**src/design/idu_pkg.sv**
```systemverilog
package idu_pkg;

    localparam int XLEN   = 32;
    localparam int REG_AW = 5;

    typedef logic [31:0]       inst_t;
    typedef logic [XLEN-1:0]   word_t;
    typedef logic [REG_AW-1:0] reg_addr_t;

    // rv32i major opcodes, bits [6:0]
    typedef enum logic [6:0] {
        OPC_OP     = 7'b0110011,
        OPC_OP_IMM = 7'b0010011,
        OPC_LOAD   = 7'b0000011,
        OPC_STORE  = 7'b0100011,
        OPC_BRANCH = 7'b1100011,
        OPC_LUI    = 7'b0110111,
        OPC_AUIPC  = 7'b0010111,
        OPC_JAL    = 7'b1101111,
        OPC_JALR   = 7'b1100111
    } opcode_e;

    // operation handed to the execute stage
    typedef enum logic [4:0] {
        OP_NONE,
        OP_ADD, OP_SUB, OP_SLT, OP_SLTU, OP_XOR,
        OP_OR, OP_AND, OP_SLL, OP_SRL, OP_SRA,
        OP_BEQ, OP_BNE, OP_BLT, OP_BGE, OP_BLTU, OP_BGEU,
        OP_LB, OP_LH, OP_LW, OP_LBU, OP_LHU,
        OP_SB, OP_SH, OP_SW,
        OP_LUI, OP_AUIPC, OP_JAL, OP_JALR
    } alu_op_e;

    // result in flight from alu or lsu
    typedef struct packed {
        logic      vld;
        logic      ld;
        reg_addr_t addr;
        word_t     data;
    } fwd_port_t;

    // register file write this cycle
    typedef struct packed {
        logic      vld;
        reg_addr_t addr;
        word_t     data;
    } rf_wb_t;

    // bundle sent to the alu
    typedef struct packed {
        alu_op_e   op;
        word_t     src1;
        word_t     src2;
        word_t     br_st_imm;
        word_t     pc;
        logic      wb_vld;
        reg_addr_t wb_addr;
    } issue_t;

endpackage

```
**src/design/inst_decoder.sv**
```systemverilog
module inst_decoder (
    input  idu_pkg::inst_t     ins_i,
    output idu_pkg::alu_op_e   op_o,
    output idu_pkg::reg_addr_t rs1_addr_o,
    output idu_pkg::reg_addr_t rs2_addr_o,
    output idu_pkg::reg_addr_t rd_addr_o,
    output logic               rs1_used_o,
    output logic               rs2_used_o,
    output logic               src2_imm_o,
    output logic               wb_vld_o
);
    import idu_pkg::*;

    opcode_e    opc;
    logic [2:0] funct3;
    logic [6:0] funct7;
    logic       r_type;
    logic       i_type;
    logic       s_type;
    logic       b_type;
    logic       u_type;
    logic       j_type;

    assign opc    = opcode_e'(ins_i[6:0]);
    assign funct3 = ins_i[14:12];
    assign funct7 = ins_i[31:25];

    assign rs1_addr_o = ins_i[19:15];
    assign rs2_addr_o = ins_i[24:20];
    assign rd_addr_o  = ins_i[11:7];

    // instruction formats
    assign r_type = (opc == OPC_OP);
    assign i_type = (opc == OPC_OP_IMM) | (opc == OPC_LOAD) | (opc == OPC_JALR);
    assign s_type = (opc == OPC_STORE);
    assign b_type = (opc == OPC_BRANCH);
    assign u_type = (opc == OPC_LUI) | (opc == OPC_AUIPC);
    assign j_type = (opc == OPC_JAL);

    assign rs1_used_o = ~(u_type | j_type);
    assign rs2_used_o = r_type | s_type | b_type;
    assign src2_imm_o = i_type | u_type | j_type;
    assign wb_vld_o   = r_type | i_type | u_type | j_type;

    always_comb begin
        op_o = OP_NONE;
        case (opc)
            OPC_OP: begin
                if (funct7 == 7'h00) begin
                    case (funct3)
                        3'd0: op_o = OP_ADD;
                        3'd1: op_o = OP_SLL;
                        3'd2: op_o = OP_SLT;
                        3'd3: op_o = OP_SLTU;
                        3'd4: op_o = OP_XOR;
                        3'd5: op_o = OP_SRL;
                        3'd6: op_o = OP_OR;
                        default: op_o = OP_AND;
                    endcase
                end else if (funct7 == 7'h20) begin
                    case (funct3)
                        3'd0: op_o = OP_SUB;
                        3'd5: op_o = OP_SRA;
                        default: op_o = OP_NONE;
                    endcase
                end
            end
            OPC_OP_IMM: begin
                // no subi, shifts still check funct7
                case (funct3)
                    3'd0: op_o = OP_ADD;
                    3'd1: begin
                        if (funct7 == 7'h00) begin
                            op_o = OP_SLL;
                        end
                    end
                    3'd2: op_o = OP_SLT;
                    3'd3: op_o = OP_SLTU;
                    3'd4: op_o = OP_XOR;
                    3'd5: begin
                        if (funct7 == 7'h00) begin
                            op_o = OP_SRL;
                        end else if (funct7 == 7'h20) begin
                            op_o = OP_SRA;
                        end
                    end
                    3'd6: op_o = OP_OR;
                    default: op_o = OP_AND;
                endcase
            end
            OPC_BRANCH: begin
                case (funct3)
                    3'd0: op_o = OP_BEQ;
                    3'd1: op_o = OP_BNE;
                    3'd4: op_o = OP_BLT;
                    3'd5: op_o = OP_BGE;
                    3'd6: op_o = OP_BLTU;
                    3'd7: op_o = OP_BGEU;
                    default: op_o = OP_NONE;
                endcase
            end
            OPC_LOAD: begin
                case (funct3)
                    3'd0: op_o = OP_LB;
                    3'd1: op_o = OP_LH;
                    3'd2: op_o = OP_LW;
                    3'd4: op_o = OP_LBU;
                    3'd5: op_o = OP_LHU;
                    default: op_o = OP_NONE;
                endcase
            end
            OPC_STORE: begin
                case (funct3)
                    3'd0: op_o = OP_SB;
                    3'd1: op_o = OP_SH;
                    3'd2: op_o = OP_SW;
                    default: op_o = OP_NONE;
                endcase
            end
            OPC_LUI:   op_o = OP_LUI;
            OPC_AUIPC: op_o = OP_AUIPC;
            OPC_JAL:   op_o = OP_JAL;
            OPC_JALR:  op_o = OP_JALR;
            default:   op_o = OP_NONE;
        endcase
    end

endmodule

```
**src/design/imm_gen.sv**
```systemverilog
module imm_gen (
    input  idu_pkg::inst_t ins_i,
    output idu_pkg::word_t imm_o,
    output idu_pkg::word_t br_st_imm_o
);
    import idu_pkg::*;

    opcode_e opc;
    word_t   i_imm;
    word_t   s_imm;
    word_t   b_imm;
    word_t   u_imm;
    word_t   j_imm;

    assign opc = opcode_e'(ins_i[6:0]);

    assign i_imm = {{(XLEN-12){ins_i[31]}}, ins_i[31:20]};
    assign s_imm = {{(XLEN-12){ins_i[31]}}, ins_i[31:25], ins_i[11:7]};
    // b and j keep bit 0 clear
    assign b_imm = {{(XLEN-12){ins_i[31]}}, ins_i[7], ins_i[30:25], ins_i[11:8], 1'b0};
    assign u_imm = {ins_i[31:12], 12'b0};
    assign j_imm = {{(XLEN-20){ins_i[31]}}, ins_i[19:12], ins_i[20], ins_i[30:21], 1'b0};

    always_comb begin
        case (opc)
            OPC_OP_IMM, OPC_LOAD, OPC_JALR: imm_o = i_imm;
            OPC_STORE:                      imm_o = s_imm;
            OPC_BRANCH:                     imm_o = b_imm;
            OPC_LUI, OPC_AUIPC:             imm_o = u_imm;
            OPC_JAL:                        imm_o = j_imm;
            default:                        imm_o = '0;
        endcase
    end

    // offset for the alu, separate from src2
    assign br_st_imm_o = (opc == OPC_BRANCH) ? b_imm :
                         (opc == OPC_STORE)  ? s_imm : '0;

endmodule

```
**src/design/operand_bypass.sv**
```systemverilog
module operand_bypass (
    input  idu_pkg::reg_addr_t rs_addr_i,
    input  logic               rs_used_i,
    input  idu_pkg::word_t     rf_data_i,
    input  idu_pkg::fwd_port_t alu_fwd_i,
    input  idu_pkg::fwd_port_t lsu_fwd_i,
    input  idu_pkg::rf_wb_t    rf_wb_i,
    output idu_pkg::word_t     data_o,
    output logic               ld_hazard_o
);

    logic alu_hit;
    logic lsu_hit;
    logic wb_hit;

    assign alu_hit = rs_used_i & alu_fwd_i.vld & (alu_fwd_i.addr == rs_addr_i);
    assign lsu_hit = rs_used_i & lsu_fwd_i.vld & (lsu_fwd_i.addr == rs_addr_i);
    assign wb_hit  = rs_used_i & rf_wb_i.vld & (rf_wb_i.addr == rs_addr_i);

    // youngest result wins
    always_comb begin
        if (alu_hit && !alu_fwd_i.ld) begin
            data_o = alu_fwd_i.data;
        end else if (lsu_hit && !lsu_fwd_i.ld) begin
            data_o = lsu_fwd_i.data;
        end else if (wb_hit) begin
            data_o = rf_wb_i.data;
        end else begin
            data_o = rf_data_i;
        end
    end

    // load data not back yet, must wait
    assign ld_hazard_o = (alu_hit & alu_fwd_i.ld) | (lsu_hit & lsu_fwd_i.ld);

endmodule

```
**src/design/issue_reg.sv**
```systemverilog
module issue_reg (
    input  logic               clk,
    input  logic               reset_i,
    input  logic               ifu_vld_i,
    input  logic               flush_i,
    input  logic               alu_rdy_i,
    input  logic               hazard_i,
    input  idu_pkg::alu_op_e   op_i,
    input  idu_pkg::word_t     src1_i,
    input  idu_pkg::word_t     src2_i,
    input  idu_pkg::word_t     imm_i,
    input  logic               src2_imm_i,
    input  idu_pkg::word_t     br_st_imm_i,
    input  idu_pkg::word_t     pc_i,
    input  logic               wb_vld_i,
    input  idu_pkg::reg_addr_t wb_addr_i,
    output logic               ifu_rdy_o,
    output logic               issue_vld_o,
    output idu_pkg::issue_t    issue_o
);
    import idu_pkg::*;

    logic  capture;
    word_t src2_sel;

    // slot frees up this cycle or is already empty
    assign ifu_rdy_o = (~issue_vld_o | alu_rdy_i) & ~hazard_i;
    assign capture   = ifu_vld_i & ifu_rdy_o & ~flush_i;

    assign src2_sel = src2_imm_i ? imm_i : src2_i;

    always_ff @(posedge clk) begin
        if (reset_i) begin
            issue_vld_o <= 1'b0;
        end else if (capture) begin
            issue_vld_o <= 1'b1;
        end else if (alu_rdy_i) begin
            issue_vld_o <= 1'b0;
        end
    end

    // payload held until the next capture
    always_ff @(posedge clk) begin
        if (capture) begin
            issue_o.op        <= op_i;
            issue_o.src1      <= src1_i;
            issue_o.src2      <= src2_sel;
            issue_o.br_st_imm <= br_st_imm_i;
            issue_o.pc        <= pc_i;
            issue_o.wb_vld    <= wb_vld_i;
            issue_o.wb_addr   <= wb_addr_i;
        end
    end

endmodule

```
**src/design/idu_top.sv**
```systemverilog
module idu_top (
    input  logic               clk,
    input  logic               reset_i,
    // fetch
    input  logic               ifu_vld_i,
    input  idu_pkg::inst_t     ifu_ins_i,
    input  idu_pkg::word_t     ifu_pc_i,
    output logic               ifu_rdy_o,
    input  logic               flush_i,
    // register file
    output idu_pkg::reg_addr_t rf_rs1_addr_o,
    output idu_pkg::reg_addr_t rf_rs2_addr_o,
    input  idu_pkg::word_t     rf_rs1_data_i,
    input  idu_pkg::word_t     rf_rs2_data_i,
    // bypass sources
    input  idu_pkg::fwd_port_t alu_fwd_i,
    input  idu_pkg::fwd_port_t lsu_fwd_i,
    input  idu_pkg::rf_wb_t    rf_wb_i,
    // alu
    input  logic               alu_rdy_i,
    output logic               issue_vld_o,
    output idu_pkg::issue_t    issue_o
);
    import idu_pkg::*;

    alu_op_e   op;
    reg_addr_t rd_addr;
    logic      rs1_used;
    logic      rs2_used;
    logic      src2_imm;
    logic      wb_vld;
    word_t     imm;
    word_t     br_st_imm;
    word_t     src1_data;
    word_t     src2_data;
    logic      rs1_ld_hazard;
    logic      rs2_ld_hazard;
    logic      hazard;

    inst_decoder u_decoder (
        .ins_i      (ifu_ins_i),
        .op_o       (op),
        .rs1_addr_o (rf_rs1_addr_o),
        .rs2_addr_o (rf_rs2_addr_o),
        .rd_addr_o  (rd_addr),
        .rs1_used_o (rs1_used),
        .rs2_used_o (rs2_used),
        .src2_imm_o (src2_imm),
        .wb_vld_o   (wb_vld)
    );

    imm_gen u_imm_gen (
        .ins_i       (ifu_ins_i),
        .imm_o       (imm),
        .br_st_imm_o (br_st_imm)
    );

    operand_bypass u_bypass_rs1 (
        .rs_addr_i   (rf_rs1_addr_o),
        .rs_used_i   (rs1_used),
        .rf_data_i   (rf_rs1_data_i),
        .alu_fwd_i   (alu_fwd_i),
        .lsu_fwd_i   (lsu_fwd_i),
        .rf_wb_i     (rf_wb_i),
        .data_o      (src1_data),
        .ld_hazard_o (rs1_ld_hazard)
    );

    operand_bypass u_bypass_rs2 (
        .rs_addr_i   (rf_rs2_addr_o),
        .rs_used_i   (rs2_used),
        .rf_data_i   (rf_rs2_data_i),
        .alu_fwd_i   (alu_fwd_i),
        .lsu_fwd_i   (lsu_fwd_i),
        .rf_wb_i     (rf_wb_i),
        .data_o      (src2_data),
        .ld_hazard_o (rs2_ld_hazard)
    );

    assign hazard = rs1_ld_hazard | rs2_ld_hazard;

    issue_reg u_issue_reg (
        .clk         (clk),
        .reset_i     (reset_i),
        .ifu_vld_i   (ifu_vld_i),
        .flush_i     (flush_i),
        .alu_rdy_i   (alu_rdy_i),
        .hazard_i    (hazard),
        .op_i        (op),
        .src1_i      (src1_data),
        .src2_i      (src2_data),
        .imm_i       (imm),
        .src2_imm_i  (src2_imm),
        .br_st_imm_i (br_st_imm),
        .pc_i        (ifu_pc_i),
        .wb_vld_i    (wb_vld),
        .wb_addr_i   (rd_addr),
        .ifu_rdy_o   (ifu_rdy_o),
        .issue_vld_o (issue_vld_o),
        .issue_o     (issue_o)
    );

endmodule

```
**config.mk**
```make
export PLATFORM = sky130hd
export DESIGN_NAME = idu_top
export DESIGN_NICKNAME = d
export VERILOG_FILES = /design/src/design/idu_pkg.sv /design/src/design/inst_decoder.sv /design/src/design/imm_gen.sv /design/src/design/operand_bypass.sv /design/src/design/issue_reg.sv /design/src/design/idu_top.sv
export SDC_FILE = /design/constraint.sdc
export NUM_CORES = 1
export LEC_CHECK = 0
export BUFFER_PORTS_ARGS = -buffer_cell sky130_fd_sc_hd__buf_2
export CAP_MARGIN = 5
export CORE_AREA = 2 2 155 157
export CTS_CLUSTER_DIAMETER = 40
export DETAILED_ROUTE_END_ITERATION = 8
export DIE_AREA = 0 0 157 159
export PLACE_DENSITY_LB_ADDON = 0.2
export SLEW_MARGIN = 20
export SYNTH_ARGS = -nofsm -noshare
export SYNTH_HDL_FRONTEND = slang
export SYNTH_SLANG_ARGS = --single-unit
```
**constraint.sdc**
```tcl
create_clock -name clk -period 36.5 [get_ports clk]
set_clock_uncertainty 0.1 [all_clocks]
set_input_delay 5.475 -clock clk [delete_from_list [all_inputs] [get_ports clk]]
set_output_delay 5.475 -clock clk [all_outputs]
set_load 0.005 [all_outputs]
```
======== Yosys cells after proc, flatten, opt, wreduce, memory -nomap -nowiden ========
Cells that the tools add are included.
cells by class
  mux-type cells .......................... 24
  reduce and logical (&&, ||, !) cells .... 12
  bitwise operators ....................... 39
  equality and inequality tests ........... 23
operator list
  cell                  number
  $mux W32              9
  $pmux W32 S5          1
  $pmux W5 S9           1
  $pmux W5 S7           1
  $eq A5 B5 Y1          6
  $pmux W5 S6           1
  $eq A7 B6 Y1 const B  4
  $pmux W4 S7           1
  $pmux W5 S5           1
  $eq A7 B7 Y1 const B  3
  $and A1 B1 Y1         19
  $mux W5               3
  $or A1 B1 Y1          15
  $pmux W5 S3           1
  $eq A7 B5 Y1 const B  2
  $eq A3 B3 Y1 const B  4
  $mux W4               2
  $pmux W4 S2           1
  $eq A7 B2 Y1 const B  1
  $logic_not A7 Y1      1
  $eq A3 B2 Y1 const B  2
  $not A1 Y1            5
  $logic_and A1 B1 Y1   4
  $reduce_or A2 Y1      2
  other kinds (6)       8
word-level totals
  register bits after elaboration ......... 140
  output and inout port bits .............. 151
  logic and storage cells ................. 107
  input port bits ......................... 249

======== Longest topological paths before layout ========
  word-level depth ........................ 14
  mapped depth ............................ 9
  depth with buffers taken out ............ 6

======== Hierarchy ========
A second synthesis with hierarchy kept.
unflattened totals
  cell total of the unflattened synthesis .. 875
  area total of the unflattened synthesis .. 9004.9 um^2
by module, submodules not included
  module          instances  cells an instance  area an instance (um^2)  seq. area each (um^2)
  issue_reg       1          182                4772.1                   4194.0
  operand_bypass  2          246                1417.6                   0.0
  inst_decoder    1          111                721.9                    0.0
  imm_gen         1          89                 669.4                    0.0
  idu_top         1          1                  6.3                      0.0

======== Least setup slack after synthesis ========
No wires, ideal clock.
  kind .................................... input to register
  from .................................... input port ifu_ins_i[4]
  to ...................................... register u_issue_reg.issue_o[0] (netlist name)
  data arrival time ....................... 18858 ps
  setup time .............................. 934 ps
  stages on the path ...................... 6
  slack ................................... 16608 ps
  path buffers ............................ 1
  required time ........................... 35466 ps
  path through ............................ buf_2 nand4b_1 nor2_1 a21o_1 o21ai_1 nor4b_1
between the ends
  longest elaborated chain between the ends .. 13
  elaborated cells between the ends (all ways) .. 30
  classes of those cells .................. 6 x eq/ne; 24 x bitwise
RTL lines
  what                                                 line                                        RTL
  from (decl)                                          idu_top.sv:6                                input idu_pkg::inst_t ifu_ins_i,
  $eq A7 B6 Y1 / $eq A7 B5 Y1 (equally long branches)  inst_decoder.sv:37                          assign u_type = (opc == OPC_LUI) | (opc == OPC_AUIPC);
  $or A1 B1 Y1                                         inst_decoder.sv:37
  $or A1 B1 Y1                                         inst_decoder.sv:40                          assign rs1_used_o = ~(u_type | j_type);
  $not A1 Y1                                           inst_decoder.sv:40
  $and A1 B1 Y1 (on tied branches) (2 in a row)        operand_bypass.sv:16, operand_bypass.sv:17
  $and A1 B1 Y1                                        operand_bypass.sv:34                        assign ld_hazard_o = (alu_hit & alu_fwd_i.ld) | (lsu_hit & lsu_fwd_i.ld);
  $or A1 B1 Y1                                         operand_bypass.sv:34
  $or A1 B1 Y1 *                                       idu_top.sv:80                               assign hazard = rs1_ld_hazard | rs2_ld_hazard;
  $not A1 Y1 *                                         issue_reg.sv:27                             assign ifu_rdy_o = (~issue_vld_o | alu_rdy_i) & ~hazard_i;
  $and A1 B1 Y1 *                                      issue_reg.sv:27
  $and A1 B1 Y1 * (2 in a row)                         issue_reg.sv:28                             assign capture = ifu_vld_i & ifu_rdy_o & ~flush_i;
  named net u_issue_reg.capture                        issue_reg.sv:23                             logic capture;
Mark *: on every way through the listed nets, which the timed path passes. The rest lies on a longest branch.
A chain may end at the register's enable or synchronous reset.

======== Final worst setup path ========
  from .................................... input port ifu_ins_i[4]
  to ...................................... output port ifu_rdy_o
between the ends
  longest elaborated chain between the ends .. 11
  elaborated cells between the ends (all ways) .. 28
  classes of those cells .................. 6 x eq/ne; 22 x bitwise
RTL lines
  what                                                 line                                        RTL
  $eq A7 B6 Y1 / $eq A7 B5 Y1 (equally long branches)  inst_decoder.sv:37
  $or A1 B1 Y1                                         inst_decoder.sv:37
  $or A1 B1 Y1                                         inst_decoder.sv:40
  $not A1 Y1                                           inst_decoder.sv:40
  $and A1 B1 Y1 (on tied branches) (2 in a row)        operand_bypass.sv:16, operand_bypass.sv:17
  $and A1 B1 Y1                                        operand_bypass.sv:34
  $or A1 B1 Y1                                         operand_bypass.sv:34
  $or A1 B1 Y1 *                                       idu_top.sv:80
  $not A1 Y1 *                                         issue_reg.sv:27
  $and A1 B1 Y1 *                                      issue_reg.sv:27
  to (decl)                                            idu_top.sv:8                                output logic ifu_rdy_o,
Mark *: on every way between the ends. The rest lies on a longest branch, timed or not.

==> metrics.yaml <==
reg2reg_depth: 4
drt_pass1_iterations: 5
worstHoldStart: "u_issue_reg.issue_vld_o$_SDFFE_PP0P_"
hold_path_class: "flip-flop to flip-flop"
fp.dieW_um: 157
drt-vias-per-instance: 5.304
clock_latency_ns: 0.41
finalCriticalPeriod_ns: 13.04
cp_max_fo: 12
r2r-start: "u_issue_reg.issue_vld_o$_SDFFE_PP0P_"
place_area_um2: 9679
coreArea_um2: 23190
final_cell_area_um2: 10270
layout_common_cells: "buf_2 (399), edfxtp_1 (120), nor2_1 (100)"
ant_nets: 0
ios: 400
arrival_ns: 7.47
synthesis.nets: 998
die_h_um: 159
first_global_vias: 7494
cts_setup_buffers: 0
tightest_slew_ns: 0.9990
endpoint_kind: "primary output"
io_buffers: 399
wl_per_cell_um: 22.09
cts_resized: 0
cts_buffer_depth: 2
antenna_found_initial: 6
syn_inst: 749
final_cells: 1417
syn-cell-area_um2: 7746
overflow: 0
grt_usage: 0.2457
synth_edf_count: 120
grt_max_degree: 85
cts_buffers: 17
fin_crit_sh: 0.3573
yosysUniqueCellTypes: 57
htree_num_levels: 4
drive_above_1_share: 0.4501
drt-initial-drc-count: 519
placedCellCount: 1380
cts.clk_slew.worst_paths_ns: 0.07
drc: 0
drv_slew: 0
die-area_um2: 24960
cp.required_ns: 30.93
place_congestion: 0.8862
async_flop_share: 0
irDropWorstVdd_mv: 0.02827
row_count: 56
grt_pass1_wl_mm: 45.64
path_class: "primary input to primary output"
yosysSeqAreaShare: 0.4678
max_freq_mhz: 76.68
fillers: 2323
vias: 7516
clock-sinks: 121
r2r_end: "u_issue_reg.issue_o[133]$_DFFE_PP_"
hold_depth: 2
hold-path-endpoint: "u_issue_reg.issue_vld_o$_SDFFE_PP0P_"
setup-tns-final_ns: 0
slew_headroom: 0.3315
cellPowerDensity_nw_per_um2: 37.56
final-hold-violation-count: 0
synthToLayoutAreaGrowth_pct: 32.58
ctsHoldBuffers: 0
status: "completed"
cts_tree: "done"
grt_setup_unrepaired: "false"
yosysWarnings: 0
startpoint_type: "primary input"
power.leakage_uw: 0.004490
ff2ff_setup_slack_ns: 34.08
wl_mm: 31.30
yosys_most_used_dff: "edfxtp_1"
timing.max_cap.violations: 0
avgSynthCellArea_um2: 10.34
dp_hpwl_mm: 23.45
whs_ns: 0.5400
clock-root-buffer: "clkbuf_16"
start_util: 0.3340
setup_viol: 0
synth_seq_cells: 121
layout_commonest_cell: "buf_2"
nets: 1329
routing by layer:
metal | vias up | GRT usage | routed length, µm
met5 | - | 0 | 0
met4 | 0 | 0.09466 | 888
met3 | 43 | 0.05689 | 2465
met2 | 383 | 0.4286 | 15590
met1 | 3589 | 0.2909 | 12360
li1 | 3501 | - | -
how the worst max path moves through the flow:
stage | to | cells after the start | slack (ns) | startpoint
6_report | ifu_rdy_o | 8 | 23.46 | ifu_ins_i[4]
3_3_place_gp | ifu_rdy_o | 8 | 23.52 | ifu_ins_i[4]
5_1_grt | ifu_rdy_o | 8 | 23.30 | ifu_ins_i[4]
4_1_cts | ifu_rdy_o | 8 | 23.45 | ifu_ins_i[4]
3_5_place_dp | ifu_rdy_o | 8 | 23.46 | ifu_ins_i[4]
2_1_floorplan | u_issue_reg.issue_o[0]$_DFFE_PP_ | 6 | 16.61 | ifu_ins_i[4]
area by class of cell:
class / instances / area [µm²] / share of cell area
antenna: 5 / 12.51 / 0.001218
clock inverter: 15 / 147.6 / 0.01438
clock buffer: 17 / 425.4 / 0.04142
tap: 319 / 399.1 / 0.03886
multi-input combinational: 517 / 3537 / 0.3444
timing repair buffer: 408 / 2068 / 0.2014
sequential: 121 / 3623 / 0.3528
inverter: 15 / 56.30 / 0.005482
per-stage QoR:
step / total power (µW) / util / setup slack [ns]
3_5_place_dp: 224.0 / 0.4174 / 23.46
5_1_grt: 402.0 / 0.4428 / 23.30
4_1_cts: 390.1 / 0.4421 / 23.45
6_report: 385.7 / 0.4428 / 23.46
3_3_place_gp: 223.4 / 0.4174 / 23.52
2_1_floorplan: 195.7 / - / 16.61
critical path, cell delays in order:
cell and delay, ns:
buf_2 0.16, a211oi_2 0.73, and2_1 0.39, nand3_1 0.11, o22a_1 0.19, o21ai_1 0.17
nor2_1 0.09, buf_2 0.13
cell families after synthesis:
group	count (synthesis)	share of synthesized area
flops	121	0.4678
buf+inv	111	0.07753
compound gates	258	0.2654
xor+xnor	30	0.03392
simple gates	214	0.1360
mux	15	0.01938
sequential cells by signal (all words and copies together) (netlist names):
signal                   flops
u_issue_reg.issue_o        120
u_issue_reg.issue_vld_o      1
Yosys cell counts (2+ instances only):
cell type | number | share of area
a221oi_1 | 12 | 0.014
o21a_1 | 11 | 0.011
nand2_1 | 27 | 0.013
o21ai_0 | 34 | 0.022
and2_1 | 5 | 0.0040
clkbuf_1 | 43 | 0.021
edfxtp_1 | 120 | 0.47
nand4_1 | 3 | 0.0024
xor2_1 | 18 | 0.020
o32ai_1 | 2 | 0.0023
and4_1 | 3 | 0.0034
nand3b_1 | 2 | 0.0019
buf_2 | 15 | 0.0097
a221oi_2 | 8 | 0.016
a31oi_1 | 6 | 0.0048
a22oi_1 | 2 | 0.0019
buf_6 | 7 | 0.010
nand3_1 | 20 | 0.013
nor3_4 | 3 | 0.0063
a2bb2oi_2 | 30 | 0.058
a211oi_1 | 11 | 0.011
xnor2_1 | 12 | 0.014
o211ai_1 | 9 | 0.0087
buf_4 | 30 | 0.029
o221ai_1 | 2 | 0.0023
nand4b_1 | 2 | 0.0023
or3_1 | 3 | 0.0024
o21ai_1 | 13 | 0.0084
inv_1 | 15 | 0.0073
nor2b_1 | 5 | 0.0040
nor2_1 | 100 | 0.048
a211o_1 | 34 | 0.038
mux2i_1 | 15 | 0.019
nor3_1 | 14 | 0.0090
a21oi_1 | 62 | 0.040
nor4_1 | 4 | 0.0032
a21o_1 | 2 | 0.0019
and3_1 | 15 | 0.012
a221o_1 | 11 | 0.014
a2bb2oi_1 | 2 | 0.0023
where the power goes:
| group | leakage, µW | internal, µW | switching [µW] |
|---|---|---|---|
| sequential | 0.00112 | 161 | 1.68 |
| combinational | 0.00310 | 26.5 | 31.2 |
| clock | 0.000274 | 90.8 | 74.2 |
| total | 0.00449 | 279 | 107 |
(Power assumes the default switching activity.)
